File: src/lsu_pkg.sv
`default_nettype none

// Shared widths, constants and encodings for the load store unit
package lsu_pkg;

   // ****************************************
   // DCCM geometry
   // ****************************************

   localparam int          DCCM_BITS  = 12;                    // Byte address width, 4 KiB
   localparam int          DCCM_WORDS = 2 ** (DCCM_BITS - 2);  // 32-bit words in the array
   localparam logic [31:0] DCCM_BASE  = 32'hF004_0000;         // Start of the DCCM window

   // ****************************************
   // Store buffer geometry
   // ****************************************

   localparam int STBUF_DEPTH = 4;

   // Plain vector types
   typedef logic [31:0]            addr_t;
   typedef logic [31:0]            data_t;
   typedef logic [3:0]             byte_en_t;         // One enable per byte lane
   typedef logic [DCCM_BITS-3:0]   dccm_word_addr_t;  // Word index inside the DCCM
   typedef logic signed [11:0]     offset_t;
   typedef logic [1:0]             stbuf_ptr_t;
   typedef logic [2:0]             stbuf_count_t;     // Needs one bit more than the pointer

   // Access width of a request
   typedef enum logic [1:0] {
      size_byte,
      size_half,
      size_word
   } access_size_t;

   // Error reported with the result
   typedef enum logic [1:0] {
      err_none,
      err_misaligned,
      err_range
   } lsu_error_t;

endpackage

`default_nettype wire
File: src/lsu_addr_gen.sv
`timescale 1ns/1ps
`default_nettype none

// D stage of the LSU
// Builds the effective address, checks it and hands the request to the m stage
module lsu_addr_gen (
   input  wire logic                  clk,
   input  wire logic                  arst_n,
   input  wire logic                  lsu_valid,
   input  wire logic                  lsu_load,
   input  wire logic                  lsu_store,
   input  lsu_pkg::access_size_t      lsu_size,
   input  wire logic                  lsu_unsign,
   input  lsu_pkg::addr_t             lsu_rs1,
   input  lsu_pkg::offset_t           lsu_offset,
   input  lsu_pkg::data_t             lsu_store_data,
   output logic                       m_valid,
   output logic                       m_load,
   output logic                       m_store,
   output lsu_pkg::access_size_t      m_size,
   output logic                       m_unsign,
   output lsu_pkg::addr_t             m_addr,
   output lsu_pkg::data_t             m_store_data,
   output lsu_pkg::lsu_error_t        m_error
);

   lsu_pkg::addr_t      d_addr;
   lsu_pkg::lsu_error_t d_error;
   logic                d_misaligned;
   logic                d_out_of_range;

   // Base plus sign-extended offset
   assign d_addr = lsu_rs1 + {{20{lsu_offset[11]}}, lsu_offset};

   // ****************************************
   // Address checks
   // ****************************************

   always_comb begin
      d_misaligned = 1'b0;
      case (lsu_size)
         lsu_pkg::size_half: d_misaligned = d_addr[0];
         lsu_pkg::size_word: d_misaligned = |d_addr[1:0];
         default:            d_misaligned = 1'b0;   // Bytes are always aligned
      endcase
   end

   // Upper bits must match the DCCM window
   assign d_out_of_range = d_addr[31:lsu_pkg::DCCM_BITS] !=
                           lsu_pkg::DCCM_BASE[31:lsu_pkg::DCCM_BITS];

   always_comb begin
      if (d_misaligned) begin
         d_error = lsu_pkg::err_misaligned;   // Misalignment wins over range
      end else if (d_out_of_range) begin
         d_error = lsu_pkg::err_range;
      end else begin
         d_error = lsu_pkg::err_none;
      end
   end

   // ****************************************
   // D to M register
   // ****************************************

   always_ff @(posedge clk or negedge arst_n) begin
      if (!arst_n) begin
         m_valid <= 1'b0;
         m_load  <= 1'b0;
         m_store <= 1'b0;
         m_error <= lsu_pkg::err_none;
      end else begin
         m_valid <= lsu_valid;
         m_load  <= lsu_valid & lsu_load;
         m_store <= lsu_valid & lsu_store;
         m_error <= lsu_valid ? d_error : lsu_pkg::err_none;
      end
   end

   // Request payload, only loaded for a valid request
   always_ff @(posedge clk) begin
      if (lsu_valid) begin
         m_size       <= lsu_size;
         m_unsign     <= lsu_unsign;
         m_addr       <= d_addr;
         m_store_data <= lsu_store_data;
      end
   end

endmodule

`default_nettype wire

File: config.mk
export PLATFORM = sky130hd
export DESIGN_NAME = lsu_addr_gen
export DESIGN_NICKNAME = d
export VERILOG_FILES = /design/src/lsu_pkg.sv /design/src/lsu_addr_gen.sv
export SDC_FILE = /design/constraint.sdc
export NUM_CORES = 1
export LEC_CHECK = 0
export BUFFER_PORTS_ARGS = -buffer_cell sky130_fd_sc_hd__buf_2
export CORE_ASPECT_RATIO = 0.9
export CORE_MARGIN = 2
export CORE_UTILIZATION = 40
export CTS_CLUSTER_SIZE = 28
export DETAILED_ROUTE_END_ITERATION = 10
export HOLD_SLACK_MARGIN = 0.05
export PLACE_DENSITY = 0.7
export SYNTH_ARGS = -nofsm -noshare
export SYNTH_HDL_FRONTEND = slang
export SYNTH_SLANG_ARGS = --single-unit
File: constraint.sdc
create_clock -name clk -period 0.8 [get_ports clk]
set_input_delay 0.12 -clock clk [delete_from_list [all_inputs] [get_ports clk]]
set_output_delay 0.12 -clock clk [all_outputs]
set_load 0.02 [all_outputs]
==> metrics <==
GRT Util Overall=26.25%; root buf cell=clkbuf_16; min cycle time layout=between 2 and 3 ns; Setup WS post-layout=-1.808 ns; Top FF cell, synth=edfxtp_1; fin crit share=326.0%; Leak=around 3.6 nW; antenna violations before repair=0; Starting Density=41.17%; Post-layout nets=between 800 and 900; placed cell count=765; via count=5115; nature of the critical path startpoint=primary input; Slew HR=a little under two thirds; Hold WS=approximately 0.14 ns; EDFF count, synth=67; fin. max-slew vios=0; Hold Violations, Final=0; CTS tree=done; area grow syn2layout=98.16%; WP data required=about 0.99 ns; initial DRC count=500; share of the synthesized area in the top cell type=47.69%; vias in the first global route=about 4600; Reg area=0.002137 mm^2; drc violations=0; pre-CTS WS=-1.961 ns; port bufs=~160; drt pass-1 iters=5; RSZ-0062 raised after global routing=yes; I/O pin cnt=approximately 160; global-route wire length before repair=23470 um; fmax=approximately 380 MHz; cells taking the most area after synthesis=edfxtp_1 (48%), ha_1 (9.8%), a21oi_1 (3.6%), dfrtp_1 (3.0%), nand2_1 (2.6%); Setup TNS=-46.81 ns; Inserted Clock Buffers=9; Min-Delay Path Class=primary input to async pin; Least-Margin Pin Slew=0.5389 ns; clock-pin slew on the worst setup and hold paths=0.07 ns; footprint of the multi-input gates=between 0.002 and 0.003 mm^2; peak supply drop=around 0.0021 V; Core ar.=0.01025 mm^2; Core Rows=35; synthesis-stage register bit count=72; crit path launch=lsu_offset[11]; syn nets=494; Die Span Y=about 100 um; gpl congestion=between 0.9 and 1; DRT Wirelength=just over 20000 um; Wirelength per Cell=~24 um; outcome=finished, violations left; Layout Cells excl Fill=~860; remaining antenna violation count after routing=0; total gr overflow=0; Distinct cells, synth=60; register area share after synthesis=50.65%; Antenna diodes=0; Max Cap Viol=0; synthesized area=0.004219 mm^2; DP Wirelength=10350 um; CTS max path bufs=2; die boundary width=between 100 and 150 um; power density cells=1784 mW/mm^2; fill cell count=491; htree depth=3; via-per-instance ratio=about 6.0; Syn Inst Count=around 380; WS Path Type=primary input to register; count of final setup violators=between 100 and 150; Ys Warns=0; CP Data Arrival Time=between 2 and 3 ns; share of cells above drive strength 1=between 60% and 70%; area leader, netlist=edfxtp_1; fraction of registers with async set/reset=approximately 7%; largest net degree at the start of global routing=25; syn avg cell area=between 10 and 15 um^2; # clock sinks=72; Setup crit end kind=register; Critical Path Fanout Max=7; failing checks=negative setup slack; Die Area=about 0.011 mm^2
cells in the final DEF (no fill, tap or decap), types with 6 or more instances in the layout:
cell type      netlist  routed
buf_4                0     117
buf_6                1     101
buf_2                4      82
edfxtp_1            67      67
dlygate4sd3_1        0      38
ha_4                 0      24
nand2_1             29      23
nor2_1              23      19
a21oi_1             30      16
inv_1               16      14
o21ai_2              0      13
a21oi_2              3      11
xnor2_1             12       9
clkbuf_16            0       9
a21o_1               9       8
a21oi_4              2       8
ha_1                33       8
o211ai_1             7       7
o21ai_1              3       7
nor3_1               9       6
synthesized netlist by cell type, types with 3 or more instances:
| cell | n |
|---|---|
| inv_1 | 16 |
| o21ai_0 | 19 |
| a21o_1 | 9 |
| a21oi_1 | 30 |
| nand2_1 | 29 |
| a211oi_1 | 5 |
| dfrtp_1 | 5 |
| o21a_1 | 4 |
| o21ai_1 | 3 |
| a21oi_2 | 3 |
| o211ai_1 | 7 |
| xnor2_1 | 12 |
| xor2_1 | 8 |
| or3_1 | 8 |
| and4_1 | 3 |
| nand3_1 | 6 |
| nand4_1 | 5 |
| nor2_1 | 23 |
| nor4_1 | 4 |
| and3_1 | 5 |
| nor3_1 | 9 |
| and2_1 | 8 |
| a311oi_1 | 3 |
| buf_2 | 4 |
| clkbuf_1 | 5 |
| o21bai_1 | 4 |
| edfxtp_1 | 67 |
| ha_1 | 33 |
how the worst max path moves through the flow:
stage                 endpoint  depth (start not counted)  slack (ns)
finish              m_error[1]                         13       -1.81
global route        m_error[1]                         13       -1.85
CTS                 m_error[1]                         11       -1.53
detailed placement  m_error[1]                         13       -1.96
global placement    m_error[1]                         11       -2.01
floorplan           m_error[1]                         11       -1.61
where the power goes:
part | leakage (nW) | switching [mW] | total [mW] | internal [mW]
Clock | 0.135 | 1.71 | 3.90 | 2.19
Combinational | 2.71 | 3.01 | 6.07 | 3.07
Sequential | 0.719 | 0.262 | 4.94 | 4.67
Total | 3.56 | 4.98 | 14.9 | 9.93
repair_timing:
item | 4_1_cts | 5_1_grt
resized for setup | 159 | 132
endpoints found under the setup margin | 105 | 105
hold buffers | 38 | 0
hold endpoints to repair | 42 | 0
setup buffers | 21 | 24
pin swaps | 50 | 60
registers in the layout, summed over array words and instances (netlist names):
name / flops
m_valid: 1
m_error: 2
m_addr: 32
m_store_data: 32
m_unsign: 1
m_load: 1
m_size: 2
m_store: 1
stage by stage:
| step | utilization (%) | instance area, um^2 | power (mW) |
|---|---|---|---|
| after floorplan | - | 4427 | 7.026 |
| after global placement | 60.32 | 6181 | 8.831 |
| after detailed placement | 60.32 | 6181 | 8.923 |
| after CTS | 75.38 | 7725 | 13.57 |
| after global routing | 81.59 | 8361 | 15.32 |
| final | 81.59 | 8361 | 14.91 |
layer usage:
metal  GRT usage, %  vias up  part of all wire (%)
met2          49.12      426                    51
li1               -     2127                     -
met4          6.098        0                   4.6
met5              0        -                     0
met3          4.788      104                   8.6
met1          31.70     2458                    36
cells by family after synthesis:
kind of cell / after synthesis / synth area share [%]
flops: 72 / 50.65
buf+inv: 26 / 2.610
compound gates: 108 / 17.32
mux: 1 / 0.2669
fa+ha+maj: 34 / 10.26
simple gates: 114 / 14.35
xor+xnor: 21 / 4.538
critical path, cell delays in order:
cell and delay, ns:
buf_12 0.13, ha_4 0.27, buf_4 0.14, nand2_1 0.11, o21ai_1 0.38, nand2_1 0.16, buf_4 0.17, and3_1 0.18
a211oi_2 0.31, o2111a_1 0.28, nor3_2 0.06, nor3b_1 0.33, a21boi_1 0.16
layout make-up:
type                            count  area share, %
Timing Repair Buffer              344          34.94
Multi-Input combinational cell    278          33.45
Sequential cell                    72          25.56
Clock buffer                       10          2.858
Tap cell                          129          1.931
Inverter                           16         0.7483
Clock inverter                      6         0.5088
No activity file was read; power rests on OpenSTA's default activity.
