## config.mk

```make
export PLATFORM = sky130hd
export DESIGN_NAME = lsu_store_buffer
export DESIGN_NICKNAME = d
export VERILOG_FILES = /design/src/lsu_pkg.sv /design/src/lsu_store_buffer.sv
export SDC_FILE = /design/constraint.sdc
export NUM_CORES = 1
export LEC_CHECK = 0
export BUFFER_PORTS_ARGS = -buffer_cell sky130_fd_sc_hd__buf_4
export CAP_MARGIN = 20
export CORE_MARGIN = 2
export CORE_UTILIZATION = 41
export CTS_CLUSTER_DIAMETER = 30
export DETAILED_ROUTE_END_ITERATION = 8
export GPL_TIMING_DRIVEN = 0
export SETUP_SLACK_MARGIN = 0.3
export SLEW_MARGIN = 20
export SYNTH_ARGS = -nofsm -noshare
export SYNTH_HDL_FRONTEND = slang
export SYNTH_SLANG_ARGS = --single-unit
```

## constraint.sdc

```tcl
create_clock -name clk -period 3.3 [get_ports clk]
set_clock_uncertainty 0.05 [all_clocks]
set_input_delay 0.165 -clock clk [delete_from_list [all_inputs] [get_ports clk]]
set_output_delay 0.165 -clock clk [all_outputs]
set_load 0.01 [all_outputs]
```

## src/lsu_pkg.sv

```systemverilog
`default_nettype none

// Shared widths, constants and encodings for the load store unit
package lsu_pkg;

   // ****************************************
   // DCCM geometry
   // ****************************************

   localparam int          DCCM_BITS  = 12;                    // Byte address width, 4 KiB
   localparam int          DCCM_WORDS = 2 ** (DCCM_BITS - 2);  // 32-bit words in the array
   localparam logic [31:0] DCCM_BASE  = 32'hF004_0000;         // Start of the DCCM window

   // ****************************************
   // Store buffer geometry
   // ****************************************

   localparam int STBUF_DEPTH = 4;

   // Plain vector types
   typedef logic [31:0]            addr_t;
   typedef logic [31:0]            data_t;
   typedef logic [3:0]             byte_en_t;         // One enable per byte lane
   typedef logic [DCCM_BITS-3:0]   dccm_word_addr_t;  // Word index inside the DCCM
   typedef logic signed [11:0]     offset_t;
   typedef logic [1:0]             stbuf_ptr_t;
   typedef logic [2:0]             stbuf_count_t;     // Needs one bit more than the pointer

   // Access width of a request
   typedef enum logic [1:0] {
      size_byte,
      size_half,
      size_word
   } access_size_t;

   // Error reported with the result
   typedef enum logic [1:0] {
      err_none,
      err_misaligned,
      err_range
   } lsu_error_t;

endpackage

`default_nettype wire
```

## src/lsu_store_buffer.sv

```systemverilog
`timescale 1ns/1ps
`default_nettype none

// Store buffer between the m stage and the DCCM
// Stores enter at the m stage and drain in order when the memory port is free
module lsu_store_buffer (
   input  wire logic                   clk,
   input  wire logic                   arst_n,
   input  wire logic                   m_valid,
   input  wire logic                   m_store,
   input  lsu_pkg::access_size_t       m_size,
   input  lsu_pkg::addr_t              m_addr,
   input  lsu_pkg::data_t              m_store_data,
   input  lsu_pkg::lsu_error_t         m_error,
   output lsu_pkg::data_t              fwd_data,
   output lsu_pkg::byte_en_t           fwd_byte_en,
   output logic                        drain_valid,
   output lsu_pkg::dccm_word_addr_t    drain_word_addr,
   output lsu_pkg::data_t              drain_data,
   output lsu_pkg::byte_en_t           drain_byte_en,
   input  wire logic                   drain_ack,
   output logic                        lsu_store_stall,
   output logic                        stbuf_empty
);

   lsu_pkg::dccm_word_addr_t entry_addr [lsu_pkg::STBUF_DEPTH];
   lsu_pkg::data_t           entry_data [lsu_pkg::STBUF_DEPTH];
   lsu_pkg::byte_en_t        entry_be   [lsu_pkg::STBUF_DEPTH];

   lsu_pkg::stbuf_ptr_t      wr_ptr;
   lsu_pkg::stbuf_ptr_t      rd_ptr;
   lsu_pkg::stbuf_count_t    count;

   logic                     wr_en;
   lsu_pkg::dccm_word_addr_t m_word_addr;
   lsu_pkg::data_t           lane_data;
   lsu_pkg::byte_en_t        lane_be;

   assign wr_en       = m_valid & m_store & (m_error == lsu_pkg::err_none);
   assign m_word_addr = m_addr[lsu_pkg::DCCM_BITS-1:2];

   // ****************************************
   // Byte lane placement
   // ****************************************

   always_comb begin
      case (m_size)
         lsu_pkg::size_byte: begin
            lane_data = {4{m_store_data[7:0]}};
            lane_be   = 4'b0001 << m_addr[1:0];
         end
         lsu_pkg::size_half: begin
            lane_data = {2{m_store_data[15:0]}};
            lane_be   = 4'b0011 << {m_addr[1], 1'b0};
         end
         default: begin
            lane_data = m_store_data;
            lane_be   = 4'b1111;
         end
      endcase
   end

   // Entry storage
   always_ff @(posedge clk) begin
      if (wr_en) begin
         entry_addr[wr_ptr] <= m_word_addr;
         entry_data[wr_ptr] <= lane_data;
         entry_be[wr_ptr]   <= lane_be;
      end
   end

   // Pointers and occupancy
   always_ff @(posedge clk or negedge arst_n) begin
      if (!arst_n) begin
         wr_ptr <= '0;
         rd_ptr <= '0;
         count  <= '0;
      end else begin
         if (wr_en) begin
            wr_ptr <= wr_ptr + 1'b1;
         end
         if (drain_ack) begin
            rd_ptr <= rd_ptr + 1'b1;
         end
         case ({wr_en, drain_ack})
            2'b10:   count <= count + 1'b1;
            2'b01:   count <= count - 1'b1;
            default: count <= count;   // Both or neither
         endcase
      end
   end

   // ****************************************
   // Forwarding to the m stage load
   // ****************************************

   // Walk from oldest to youngest so the youngest byte is left standing
   always_comb begin
      lsu_pkg::stbuf_ptr_t idx;
      fwd_data    = '0;
      fwd_byte_en = '0;
      for (int i = 0; i < lsu_pkg::STBUF_DEPTH; i++) begin
         idx = rd_ptr + lsu_pkg::stbuf_ptr_t'(i);
         if ((lsu_pkg::stbuf_count_t'(i) < count) && (entry_addr[idx] == m_word_addr)) begin
            for (int b = 0; b < 4; b++) begin
               if (entry_be[idx][b]) begin
                  fwd_data[8*b +: 8] = entry_data[idx][8*b +: 8];
                  fwd_byte_en[b]     = 1'b1;
               end
            end
         end
      end
   end

   // Drain request is always the oldest entry
   assign drain_valid     = count != '0;
   assign drain_word_addr = entry_addr[rd_ptr];
   assign drain_data      = entry_data[rd_ptr];
   assign drain_byte_en   = entry_be[rd_ptr];

   assign stbuf_empty     = count == '0;
   assign lsu_store_stall = count >= lsu_pkg::stbuf_count_t'(lsu_pkg::STBUF_DEPTH - 1);

endmodule

`default_nettype wire

```

==> run summary <==
Mean Syn Cell Area -> 13.2 um^2
violated checks -> negative setup slack
syn_nets -> 1025
Fin Setup TNS -> -21.86 ns
initial antenna violation count -> 0
post-synthesis xor/xnor area fraction -> 0.0268
status -> complete, but fails checks
Worst-path clk slew -> 0.08 ns
I/O Pins -> 158
clock tree sinks -> 191
worst skew pair latency -> 0.44 ns
dpl cells -> 1473
GPL Wtd Cong -> 0.890
final net count -> 1312
initial DRC count -> 1211
Pins Over Slew Limit -> 0
TritonRoute pass-1 iters -> 7
crit path capture type -> primary output
share of layout cells above drive strength 1 -> 0.530
Vias per Instance -> 6.39
dominant cells by area after synthesis -> edfxtp_1, mux4_2, mux2i_1
Core Region -> 29700 um^2
#FFs+latches synth -> 191
Max Cap Viol -> 0
global route overflow -> 0
Max VDD drop -> 356 uV
final setup margin -> -0.781 ns
Warnings, synthesis -> 0
DR WL/cell -> 26.6 um
Slew headroom -> 0.432
most common cell after layout, fill and taps aside -> buf_4
Netlist cell types -> 82
clock buffer count from CTS -> 17
largest net degree at the start of global routing -> 42
Post-Synth Adder-Cell Area -> 0.0101
Tcrit/Tclk final -> 1.24
final instance count without filler cells -> 1632
capture point of the worst reg-to-reg path -> rd_ptr[1]
Seq/Total Area, Yosys -> 0.460
Synth Flop Type -> edfxtp_1
width of the die -> 178 um
CTS tree -> yes
R2R setup slack -> 0.73 ns
Die Ht -> 178 um
area grow syn2layout -> 45.0%
Final Hold Viols -> 0
post-synthesis mux area share -> 0.255
number of synthesized flops with an enable pin -> 184
crit path to -> fwd_data[2]
std cell rows -> 63
routed vias -> 10.4k
DPL Wire Length -> 28.5 mm
first-pass GRT wire length -> 63.0 mm
I/O Buffers -> 137
CP Launch Type -> flip-flop
fill count -> 2242
share of the synthesized area in the top cell type -> 0.446
H-tree levels -> 4
clock buffer depth -> 2
most frequent cells in the layout -> buf_4, edfxtp_1, mux2i_1, mux4_2, buf_6
Achievable Freq -> 245 MHz
crit path DAT -> 3.87 ns
DRC Markers -> 0
All-Layer GR Usage -> 0.271
CP required -> 3.08 ns
Routed Antenna Nets -> 0
Root Driver -> clkbuf_16
CP startpoint -> rd_ptr[1]
Post-synth ARST share -> 0.0366
worst r2r src -> rd_ptr[1]
Mapped Cells -> 942
leading area contributor after synthesis -> edfxtp_1
Simple-Gate Fraction of Synth Area -> 0.0762
post-synthesis compound-gate area fraction -> 0.133
Die Area -> 31600 um^2
Final setup viols -> 36
Post-Place Worst Slack -> -1.15 ns
leak pwr -> 6.60 nW
worst-path fanout max -> 7
Min Clock Period, post-route -> 4.08 ns
vias in the first global route -> 10.2k
final wirelength -> 43.4 mm
PD cells -> 738 nW/um^2
Mapped Area -> 12400 um^2
unrepaired setup endpoints after global routing -> yes
Reg2Reg Depth -> 12
type of the worst min-delay path -> input pin to async pin
Initial Util -> 0.417
largest family of logic cells by synthesized area -> multiplexers
Antenna Cells -> 0
Crit Path Category -> flip-flop to primary output
Slew @ Worst Pin -> 0.852 ns
==> per-layer routing <==
layer,global-route usage,vias to the layer above,part of all wire
met5,0,-,0
met4,0.0864,0,0.023
met3,0.0544,76,0.082
met2,0.431,536,0.48
met1,0.373,5343,0.41
li1,-,4473,-
==> cells in the mapped netlist, drive strengths merged (7+ instances only) <==
library cell	n
nand3	12
o221ai	43
dfrtp	7
a22oi	9
and4b	7
nand2	39
buf	52
ha	10
inv	16
xnor2	31
o22ai	11
xor2	7
mux2	49
and2	9
edfxtp	184
nor4	10
mux4	63
nor3	10
a222oi	15
and3	14
mux2i	116
clkbuf	21
o21ai	24
a211oi	8
nor2	42
a21oi	40
==> cell families (layout without fill, tap and decap cells) <==
logic type                 Yosys count  after routing
buffers and inverters               90            390
and+or+nand+nor                    167            167
AOI/OAI and AO/OA                  218            218
muxes                              228            228
xor gates and xnor gates            38             38
DFF                                191            191
adders and majority gates           10             10
==> through the flow <==
step	hold WS (ns)	util	area, um^2	power [mW]
after floorplan	-0.181	-	12600	6.89
after global placement	-0.0641	0.475	14100	8.70
after detailed placement	-0.0629	0.480	14300	8.78
after CTS	0.000476	0.569	16900	12.2
after global routing	0.0117	0.605	18000	13.8
final	0.00593	0.605	18000	13.3
==> power breakdown <==
group / switching, mW / internal, mW / total (mW)
sequential: 0.0800 / 2.78 / 2.86
combinational: 4.25 / 4.06 / 8.30
clock: 1.02 / 1.08 / 2.10
total: 5.35 / 7.92 / 13.3
==> sequential cells by signal, summed over array words and instances, names as in the netlist <==
| signal | flops |
|---|---|
| entry_addr | 40 |
| entry_data | 128 |
| entry_be | 16 |
| wr_ptr | 2 |
| count | 3 |
| rd_ptr | 2 |
==> worst min path at each step <==
stage | start | to | slack, ns | cells past startpoint
finish | arst_n | wr_ptr[1] | 0.006 | 2
global placement | arst_n | count[1] | -0.06 | 1
floorplan | arst_n | count[0] | -0.18 | 0
CTS | arst_n | wr_ptr[1] | 0.0005 | 2
global route | m_store_data[21] | entry_data[1][21] | 0.01 | 2
detailed placement | arst_n | count[1] | -0.06 | 1
==> critical path, stage by stage, from the launching register on <==
cell	delay, ns
dfrtp_1	0.40
buf_8	0.15
buf_12	0.15
buf_12	0.14
mux2i_4	0.19
a211o_1	0.30
nor3_4	0.23
o211ai_1	0.21
buf_4	0.23
or3_4	0.33
buf_6	0.14
nand3_4	0.10
buf_8	0.12
o221ai_2	0.07
a222oi_1	0.46
buf_4	0.21
==> final cells by class <==
cell class,count,area [um^2],share of cell area
buffer,73,865,0.0481
clock buffer,17,425,0.0237
clock inverter,15,171,0.00954
inverter,17,65.1,0.00362
multi-input combinational,661,7770,0.432
sequential,191,5700,0.317
tap,390,488,0.0272
timing repair buffer,268,2480,0.138
==> repair_timing <==
| item | 4_1_cts | 5_1_grt |
|---|---|---|
| endpoints found under the hold margin | 81 | 0 |
| hold buffers | 20 | 0 |
| cloned | 6 | 1 |
| gates resized for setup | 248 | 165 |
| endpoints found under the setup margin | 76 | 63 |
| setup buffers | 75 | 25 |
| pin swaps | 59 | 48 |
Power figures use the tool's default switching activity.
