==> src/lsu_pkg.sv <==
`default_nettype none

// Shared widths, constants and encodings for the load store unit
package lsu_pkg;

   // ****************************************
   // DCCM geometry
   // ****************************************

   localparam int          DCCM_BITS  = 12;                    // Byte address width, 4 KiB
   localparam int          DCCM_WORDS = 2 ** (DCCM_BITS - 2);  // 32-bit words in the array
   localparam logic [31:0] DCCM_BASE  = 32'hF004_0000;         // Start of the DCCM window

   // ****************************************
   // Store buffer geometry
   // ****************************************

   localparam int STBUF_DEPTH = 4;

   // Plain vector types
   typedef logic [31:0]            addr_t;
   typedef logic [31:0]            data_t;
   typedef logic [3:0]             byte_en_t;         // One enable per byte lane
   typedef logic [DCCM_BITS-3:0]   dccm_word_addr_t;  // Word index inside the DCCM
   typedef logic signed [11:0]     offset_t;
   typedef logic [1:0]             stbuf_ptr_t;
   typedef logic [2:0]             stbuf_count_t;     // Needs one bit more than the pointer

   // Access width of a request
   typedef enum logic [1:0] {
      size_byte,
      size_half,
      size_word
   } access_size_t;

   // Error reported with the result
   typedef enum logic [1:0] {
      err_none,
      err_misaligned,
      err_range
   } lsu_error_t;

endpackage

`default_nettype wire
==> src/lsu_dccm_ctl.sv <==
`timescale 1ns/1ps
`default_nettype none

// DCCM port control and r stage result formatting
module lsu_dccm_ctl (
   input  wire logic                   clk,
   input  wire logic                   arst_n,
   input  wire logic                   m_valid,
   input  wire logic                   m_load,
   input  lsu_pkg::access_size_t       m_size,
   input  wire logic                   m_unsign,
   input  lsu_pkg::addr_t              m_addr,
   input  lsu_pkg::lsu_error_t         m_error,
   input  lsu_pkg::data_t              fwd_data,
   input  lsu_pkg::byte_en_t           fwd_byte_en,
   input  wire logic                   drain_valid,
   input  lsu_pkg::dccm_word_addr_t    drain_word_addr,
   input  lsu_pkg::data_t              drain_data,
   input  lsu_pkg::byte_en_t           drain_byte_en,
   output logic                        drain_ack,
   output logic                        mem_en,
   output logic                        mem_we,
   output lsu_pkg::dccm_word_addr_t    mem_word_addr,
   output lsu_pkg::data_t              mem_wdata,
   output lsu_pkg::byte_en_t           mem_byte_en,
   input  lsu_pkg::data_t              mem_rdata,
   output logic                        lsu_result_valid,
   output lsu_pkg::data_t              lsu_result,
   output lsu_pkg::lsu_error_t         lsu_error,
   output logic                        r_busy
);

   logic                   load_go;
   logic                   r_valid;
   logic                   r_load;
   lsu_pkg::access_size_t  r_size;
   logic                   r_unsign;
   logic [1:0]             r_addr_lo;
   lsu_pkg::lsu_error_t    r_error;
   lsu_pkg::data_t         r_fwd_data;
   lsu_pkg::byte_en_t      r_fwd_be;
   lsu_pkg::data_t         merged;
   lsu_pkg::data_t         shifted;
   lsu_pkg::data_t         extended;

   // ****************************************
   // Memory port arbitration
   // ****************************************

   assign load_go = m_valid & m_load & (m_error == lsu_pkg::err_none);

   assign mem_en        = load_go | drain_valid;
   assign mem_we        = ~load_go & drain_valid;   // Drain only when no load in m
   assign drain_ack     = mem_we;
   assign mem_word_addr = load_go ? m_addr[lsu_pkg::DCCM_BITS-1:2] : drain_word_addr;
   assign mem_wdata     = drain_data;
   assign mem_byte_en   = load_go ? 4'b1111 : drain_byte_en;

   // ****************************************
   // M to R register
   // ****************************************

   always_ff @(posedge clk or negedge arst_n) begin
      if (!arst_n) begin
         r_valid <= 1'b0;
         r_load  <= 1'b0;
         r_error <= lsu_pkg::err_none;
      end else begin
         r_valid <= m_valid;
         r_load  <= load_go;
         r_error <= m_valid ? m_error : lsu_pkg::err_none;
      end
   end

   // Load formatting info, captured with the memory read
   always_ff @(posedge clk) begin
      if (load_go) begin
         r_size     <= m_size;
         r_unsign   <= m_unsign;
         r_addr_lo  <= m_addr[1:0];
         r_fwd_data <= fwd_data;
         r_fwd_be   <= fwd_byte_en;
      end
   end

   // Forwarded bytes take precedence over the array
   always_comb begin
      for (int b = 0; b < 4; b++) begin
         merged[8*b +: 8] = r_fwd_be[b] ? r_fwd_data[8*b +: 8] : mem_rdata[8*b +: 8];
      end
   end

   assign shifted = merged >> {r_addr_lo, 3'b000};

   always_comb begin
      case (r_size)
         lsu_pkg::size_byte: begin
            extended = r_unsign ? {24'b0, shifted[7:0]} : {{24{shifted[7]}}, shifted[7:0]};
         end
         lsu_pkg::size_half: begin
            extended = r_unsign ? {16'b0, shifted[15:0]} : {{16{shifted[15]}}, shifted[15:0]};
         end
         default: extended = shifted;
      endcase
   end

   assign lsu_result_valid = r_valid;
   assign lsu_result       = r_load ? extended : '0;   // Zero for stores and errors
   assign lsu_error        = r_error;
   assign r_busy           = r_valid;

endmodule

`default_nettype wire

==> config.mk <==
export PLATFORM = sky130hd
export DESIGN_NAME = lsu_dccm_ctl
export DESIGN_NICKNAME = d
export VERILOG_FILES = /design/src/lsu_pkg.sv /design/src/lsu_dccm_ctl.sv
export SDC_FILE = /design/constraint.sdc
export NUM_CORES = 1
export LEC_CHECK = 0
export ABC_AREA = 1
export ABC_CLOCK_PERIOD_IN_PS = 2300
export BUFFER_PORTS_ARGS = -buffer_cell sky130_fd_sc_hd__buf_2
export CAP_MARGIN = 0
export CORE_MARGIN = 2
export CORE_UTILIZATION = 37
export DETAILED_ROUTE_END_ITERATION = 16
export GPL_ROUTABILITY_DRIVEN = 1
export GPL_TIMING_DRIVEN = 0
export HOLD_SLACK_MARGIN = 0.05
export PLACE_DENSITY_LB_ADDON = 0.08
export SYNTH_ARGS = -nofsm -noshare
export SYNTH_HDL_FRONTEND = slang
export SYNTH_SLANG_ARGS = --single-unit
export TNS_END_PERCENT = 1
==> constraint.sdc <==
create_clock -name clk -period 2.3 [get_ports clk]
set_clock_uncertainty 0.2 [all_clocks]
set_input_delay 0.46 -clock clk [delete_from_list [all_inputs] [get_ports clk]]
set_output_delay 0.46 -clock clk [all_outputs]
set_load 0.05 [all_outputs]
==> metrics.cfg, run 1 <==
[sta]
rsz0062_at_grt = true
setup_ws_ns = -0.241
setup_viol_count_final = 32
min_period_ns = 2.54
fmax_mhz = 393
post-route-period-util = 1.10
maxSlewHeadroom = 0.564
maxSlewViolCount = 0
tightest_slew_ns = 0.654
finalHoldViolations = 0

[clocking]
clk_pin_slew_worst_paths_ns = 0.10
cts_buffers = 5
cts-htree-levels = 2
clock-root-buffer = clkbuf_8
cts_buffer_depth = 2
clock_sinks = 45
cts_tree = yes

[route]
drt_iter0_markers = 131
routed_via_density = 4.83
drtAntennaViolNets = 0
wl_per_cell_um = 14.3
wl_um = 10700
drcViolationCount = 0
first_pass_iters = 4
vias = 3609

[pwr]
power_mw = 2.34
leakage_nw = 2.64
powerDensity_nw_per_um2 = 451
ir_worst_vdd_v = 0.000289

[floorplanning]
die_x_um = 96.8
rows = 33
die_area_um2 = 9380
core_area_um2 = 8300
floorplan.initialDensity = 0.384
die_h_um = 96.8
io_pins = 241

[setup_path]
crit_fanout = 9
cp.arrival_ns = 1.88
critPathKind = flop to primary output
cpPeakStageDelay_ns = 0.39
crit_slowest_cell = edfxtp_1
startpoint_type = flop
crit_top_cell = buf_6
worstPathCellList = buf_6, inv_8, buf_8, buf_6, nand2_1, a21oi_1, o21ai_0, a21oi_2, buf_6
cp.required_ns = 1.64
critPathCaptureType = primary output

[grt]
grt_max_degree = 52
grt-ovfl-total = 0
grt_pass1_vias = 3494
grt_util_all_layers = 0.220
grt_pass1_wl_um = 16700
antenna_found_initial = 0

[synthesis]
synth_top_family_by_area = simple AND/OR/NAND/NOR gates
synth_seq_cells = 45
ys_warn_count = 0
synth_compound_area_frac = 0.102
postSynthAreaPerCell_um2 = 7.56
synth_cell_types = 25
synth_area_leader_cell = edfxtp_1
synth.area.top_cells = edfxtp_1 (39%), nand2_1 (17%), buf_4 (8.5%), nand3_1 (8.0%), a21oi_1 (6.7%)
synth_fa_ha_area_frac = 0
synth_nets = 578
synth_cells = 422
synth.yosys.seq_area_share = 0.417
synth_top_cell_area_share = 0.386
synth_xor_area_frac = 0
synthSimpleGateAreaFrac = 0.305
muxShareOfSynthArea = 0
syn-cell-area_um2 = 3190

[finish]
instances_no_fill = 747
drive_above_1_share = 0.553
nNetsFinal = 797
final_area_um2 = 5190
n_fill_cell = 746
diodes = 0
fin_util = 0.626
area_growth_syn_to_layout_pct = 62.8

[run_status]
violations = negative setup slack
outcome = finished, violations left

[placed_design]
io_buffers = 188
post_dp_cell_area_um2 = 4270
place_inst = 715
gp_congestion = 0.911
dpl.hpwl_um = 8030

[worst_hold_path]
hold_start = m_valid
hold_path_class = primary input to flop
holdPathEnd = lsu_result_valid
hold_depth = 1

[flow_run]
drv_cap = 0

[how the worst max path moves through the flow]
stage                  from          endpoint  slack, ns  cells past startpoint
2_1_floorplan  r_addr_lo[0]     lsu_result[8]      -0.21                      8
3_3_place_gp     m_error[0]  mem_word_addr[3]      -0.42                      8
3_5_place_dp     m_error[0]  mem_word_addr[4]      -0.47                      8
4_1_cts        r_addr_lo[0]    lsu_result[14]      -0.23                      9
5_1_grt         r_fwd_be[1]    lsu_result[24]      -0.33                     12
6_report       r_addr_lo[0]    lsu_result[12]      -0.24                      9
[synthesized netlist by cell type]
| cell type | instances |
|---|---|
| inv_2 | 3 |
| nor2_8 | 1 |
| buf_1 | 1 |
| inv_4 | 3 |
| nand3_2 | 3 |
| nand2_1 | 146 |
| edfxtp_1 | 41 |
| buf_2 | 9 |
| nand3_4 | 1 |
| buf_4 | 36 |
| o211ai_1 | 4 |
| nand2_2 | 2 |
| and2_0 | 2 |
| buf_6 | 6 |
| nor2_1 | 3 |
| or2_2 | 5 |
| dfrtp_1 | 4 |
| a21oi_1 | 43 |
| o21ai_0 | 16 |
| nor2_2 | 1 |
| and3_1 | 1 |
| inv_1 | 31 |
| nand2_4 | 2 |
| nand3_1 | 51 |
| clkbuf_1 | 7 |
[flip-flops by register name, indices dropped and copies added (netlist names)]
signal,cells
r_fwd_data,32
r_fwd_be,4
lsu_error,2
r_addr_lo,2
r_size,2
lsu_result_valid,1
r_load,1
r_unsign,1
[cell families after synthesis]
| logic type | after synthesis |
|---|---|
| simple gates | 218 |
| buf+inv | 96 |
| compound gates | 63 |
| flops | 45 |
[stage by stage]
stage	worst slack, ns	hold WS (ns)	setup TNS, ns
after floorplan	-0.215	-0.0356	-3.20
after global placement	-0.422	0.0708	-4.41
after detailed placement	-0.469	0.0708	-5.04
after CTS	-0.230	0.0845	-5.40
after global routing	-0.330	0.0978	-8.41
final	-0.241	0.0844	-5.39
[layout make-up]
cell class	instances	area, um^2	area share
Multi-Input combinational cell	281	1520	0.293
Clock buffer	5	68.8	0.0133
Sequential cell	45	1330	0.256
Inverter	37	171	0.0330
Tap cell	105	131	0.0253
Clock inverter	3	65.1	0.0125
Buffer	59	480	0.0926
Timing Repair Buffer	212	1420	0.274
[critical path, delay by kind of cell, from the launching register on]
| family | cells | cell delay [ns] |
|---|---|---|
| AO/OA/AOI/OAI | 3 | 0.45 |
| buffers and inverters | 5 | 0.66 |
| AND/OR/NAND/NOR | 1 | 0.05 |
| flip-flops | 1 | 0.39 |
[placed cells by master (no fill, tap or decap), drive strengths merged]
| cell | Yosys | layout |
|---|---|---|
| buf | 52 | 264 |
| nand2 | 150 | 150 |
| nand3 | 55 | 55 |
| a21oi | 43 | 43 |
| edfxtp | 41 | 41 |
| inv | 37 | 37 |
| o21ai | 16 | 16 |
| clkbuf | 7 | 11 |
| or2 | 5 | 5 |
| nor2 | 5 | 5 |
| o211ai | 4 | 4 |
| dfrtp | 4 | 4 |
| and2 | 2 | 2 |
| bufinv | 0 | 2 |
| and3 | 1 | 1 |
| clkinv | 0 | 1 |
| dlygate4sd3 | 0 | 1 |
[routing by layer]
layer / track usage / vias to the layer above / share of wire
met5: 0 / - / 0
met4: 0.0509 / 0 / 0.012
met3: 0.0535 / 13 / 0.081
met2: 0.395 / 187 / 0.50
met1: 0.264 / 1630 / 0.40
li1: - / 1779 / -
[report_power, final]
group,internal [mW],switching [mW]
clock,0.432,0.289
combinational,0.259,0.434
sequential,0.920,0.00869
total,1.61,0.731
[repair_timing]
item	in CTS	in global routing
endpoints found under the setup margin	42	42
pin swaps	13	12
hold buffers	1	0
hold endpoints to repair	4	0
gates cloned	3	0
gates resized for setup	120	83
setup buffers	18	2
(Power assumes the default switching activity.)
==> run 2, diff against run 1 <==
--- a/config.mk
+++ b/config.mk
@@ -14,9 +14,8 @@
 export DETAILED_ROUTE_END_ITERATION = 16
 export GPL_ROUTABILITY_DRIVEN = 1
 export GPL_TIMING_DRIVEN = 0
-export HOLD_SLACK_MARGIN = 0.05
-export PLACE_DENSITY_LB_ADDON = 0.08
+export HOLD_SLACK_MARGIN = 0.02
+export PLACE_DENSITY = 0.75
 export SYNTH_ARGS = -nofsm -noshare
 export SYNTH_HDL_FRONTEND = slang
 export SYNTH_SLANG_ARGS = --single-unit
-export TNS_END_PERCENT = 1
==> run 2 against run 1 <==
  * Non-clock buffer count rose by 8
  * Setup slack lost 0.0033 ns
  * Die area unchanged
  * Largest cell class unchanged
  * The run still ends with negative setup slack left
  * Power down 6.9%
==> metrics.cfg, run 2 (synthesized netlist as in run 1, its figures left out) <==
[grt]
grt-ovfl-total = 0  ; unchanged
antenna_found_initial = 0  ; unchanged
grt_util_all_layers = 0.246  ; +0.0267
grt_max_degree = 27  ; -48%
grt_pass1_vias = 3849  ; +10%
grt_pass1_wl_um = 18500  ; +11%

[finish]
mostFrequentLayoutCells = buf_2 (157), nand2_1 (92), buf_4 (57)
final_area_um2 = 5580  ; +7.6%
layout_commonest_cell = buf_2
area_growth_syn_to_layout_pct = 75.1
nNetsFinal = 805  ; +1.0%
drive_above_1_share = 0.666  ; +0.113
instances_no_fill = 755  ; +1.1%
diodes = 0  ; unchanged
regMostFlops = r_fwd_data
largest_reg_flops = 32  ; unchanged
top_regs = r_fwd_data (32), r_fwd_be (4)

[placed_design]
place_inst = 715  ; unchanged
dpl.hpwl_um = 8840  ; +10%
gp_congestion = 0.875  ; -4.0%
post_dp_cell_area_um2 = 4350  ; +1.8%
io_buffers = 188  ; unchanged

[sta]
tightest_slew_ns = 0.666  ; +0.0122 ns
maxSlewHeadroom = 0.556  ; -0.00815
post-route-period-util = 1.11  ; +0.00142
setup_viol_count_final = 30  ; -6.3%
min_period_ns = 2.54  ; +0.00326 ns
finalHoldViolations = 0  ; unchanged
fmax_mhz = 393  ; -0.13%
maxSlewViolCount = 0  ; unchanged
rsz0062_at_grt = true
setup_ws_ns = -0.245  ; -0.00326 ns

[floorplanning]
io_pins = 241  ; unchanged
die_h_um = 96.8  ; unchanged
die_area_um2 = 9380  ; unchanged
rows = 33  ; unchanged
core_area_um2 = 8300  ; unchanged
die_x_um = 96.8  ; unchanged
floorplan.initialDensity = 0.384  ; unchanged

[route]
wl_per_cell_um = 16.7  ; +17%
wl_um = 12600  ; +18%
top_layer = met4
drtAntennaViolNets = 0  ; unchanged
dr_wl_met3_um = 1110  ; +29%
first_pass_iters = 5  ; +1
met1_length_um = 4410  ; +2.4%
vias = 3851  ; +6.7%
drt_iter0_markers = 225  ; +72%
route.met2.wl_um = 6630  ; +24%
routed_via_density = 5.10  ; +5.6%
drcViolationCount = 0  ; unchanged

[clocking]
clk_pin_slew_worst_paths_ns = 0.08  ; -0.02 ns
cts_buffers = 5  ; unchanged
clock_sinks = 45  ; unchanged
cts_buffer_depth = 2  ; unchanged
cts_tree = yes
cts-htree-levels = 2  ; unchanged
clock-root-buffer = clkbuf_8

[pwr]
leakage_nw = 2.76  ; +4.3%
ir_worst_vdd_v = 0.000279  ; -3.4%
powerDensity_nw_per_um2 = 391  ; -13%

[worst_hold_path]
hold_start = m_valid
hold_depth = 1  ; unchanged
holdPathEnd = lsu_result_valid
hold_path_class = primary input to flop

[flow_run]
drv_cap = 0  ; unchanged

[setup_path]
critPathKind = flop to primary output
startpoint_type = flop
cp.required_ns = 1.64  ; about the same
critPathCaptureType = primary output
crit_fanout = 7  ; -2
cp.arrival_ns = 1.88  ; about the same

[run_status]
outcome = finished, violations left
violations = negative setup slack

==> run 2: cell types whose count changed in the layout (fill, tap and decap cells not counted), moves of 8 or more <==
| cell | before | now |
|---|---|---|
| nand2_1 | 123 | 92 |
| nand2_2 | 17 | 44 |
| nand3_1 | 46 | 23 |
| nand3_2 | 5 | 27 |
| a21oi_1 | 27 | 19 |
==> run 2: area by class of cell <==
class / count / area, um^2
plain buffers: 57 / 478
clock inverters: 3 / 22.5
fillers: 664 / 2720
well taps: 105 / 131
repair buffers: 222 / 1560
flip-flops and latches: 45 / 1330
clock buffers: 5 / 68.8
multi-input cells: 281 / 1820
inverters: 37 / 171
==> run 2: worst max path at each step <==
stage	from	to
after CTS	r_fwd_be[0]	lsu_result[30]
after detailed placement	m_error[0]	mem_word_addr[1]
after global routing	r_fwd_be[3]	lsu_result[8]
after global placement	m_error[0]	mem_word_addr[1]
final	r_addr_lo[0]	lsu_result[12]
after floorplan	m_load	mem_we
==> run 2: metal layers <==
metal,global-route usage,vias up
li1,-,1795
met1,0.272,1771
met2,0.462,245
met3,0.0535,40
met4,0.0878,0
met5,0,-
==> run 2: critical path: stages (launching register included) <==
cell      delay [ns]
edfxtp_1        0.38
buf_6           0.16
inv_8           0.08
buf_8           0.13
buf_6           0.13
nand2_2         0.05
a21oi_2         0.18
o21ai_2         0.12
a21oi_4         0.16
buf_6           0.18
==> run 2: what timing repair did <==
item	CTS	global route
hold endpoints to repair	4	0
resized for setup	170	101
endpoints found under the setup margin	44	38
cloned	3	2
hold buffers	1	0
setup buffers	21	7
pin swaps	15	30
==> run 2: where the power goes <==
part           total [mW]  switching, mW  internal [mW]  leakage, nW
clock               0.498          0.285          0.213       0.0364
sequential          0.930        0.00959          0.920        0.424
combinational       0.754          0.474          0.280         2.30
==> run 2: per-stage QoR <==
stage	utilization	total power [mW]	setup TNS, ns	hold slack (ns)	setup slack (ns)
5_1_grt	0.673	2.28	-7.26	0.104	-0.297
2_1_floorplan	-	1.37	-0.129	-0.0356	-0.129
4_1_cts	0.622	2.13	-3.62	0.109	-0.190
6_report	0.673	2.18	-4.63	0.111	-0.245
3_3_place_gp	0.524	1.56	-3.42	0.0650	-0.295
3_5_place_dp	0.524	1.56	-4.51	0.0688	-0.375
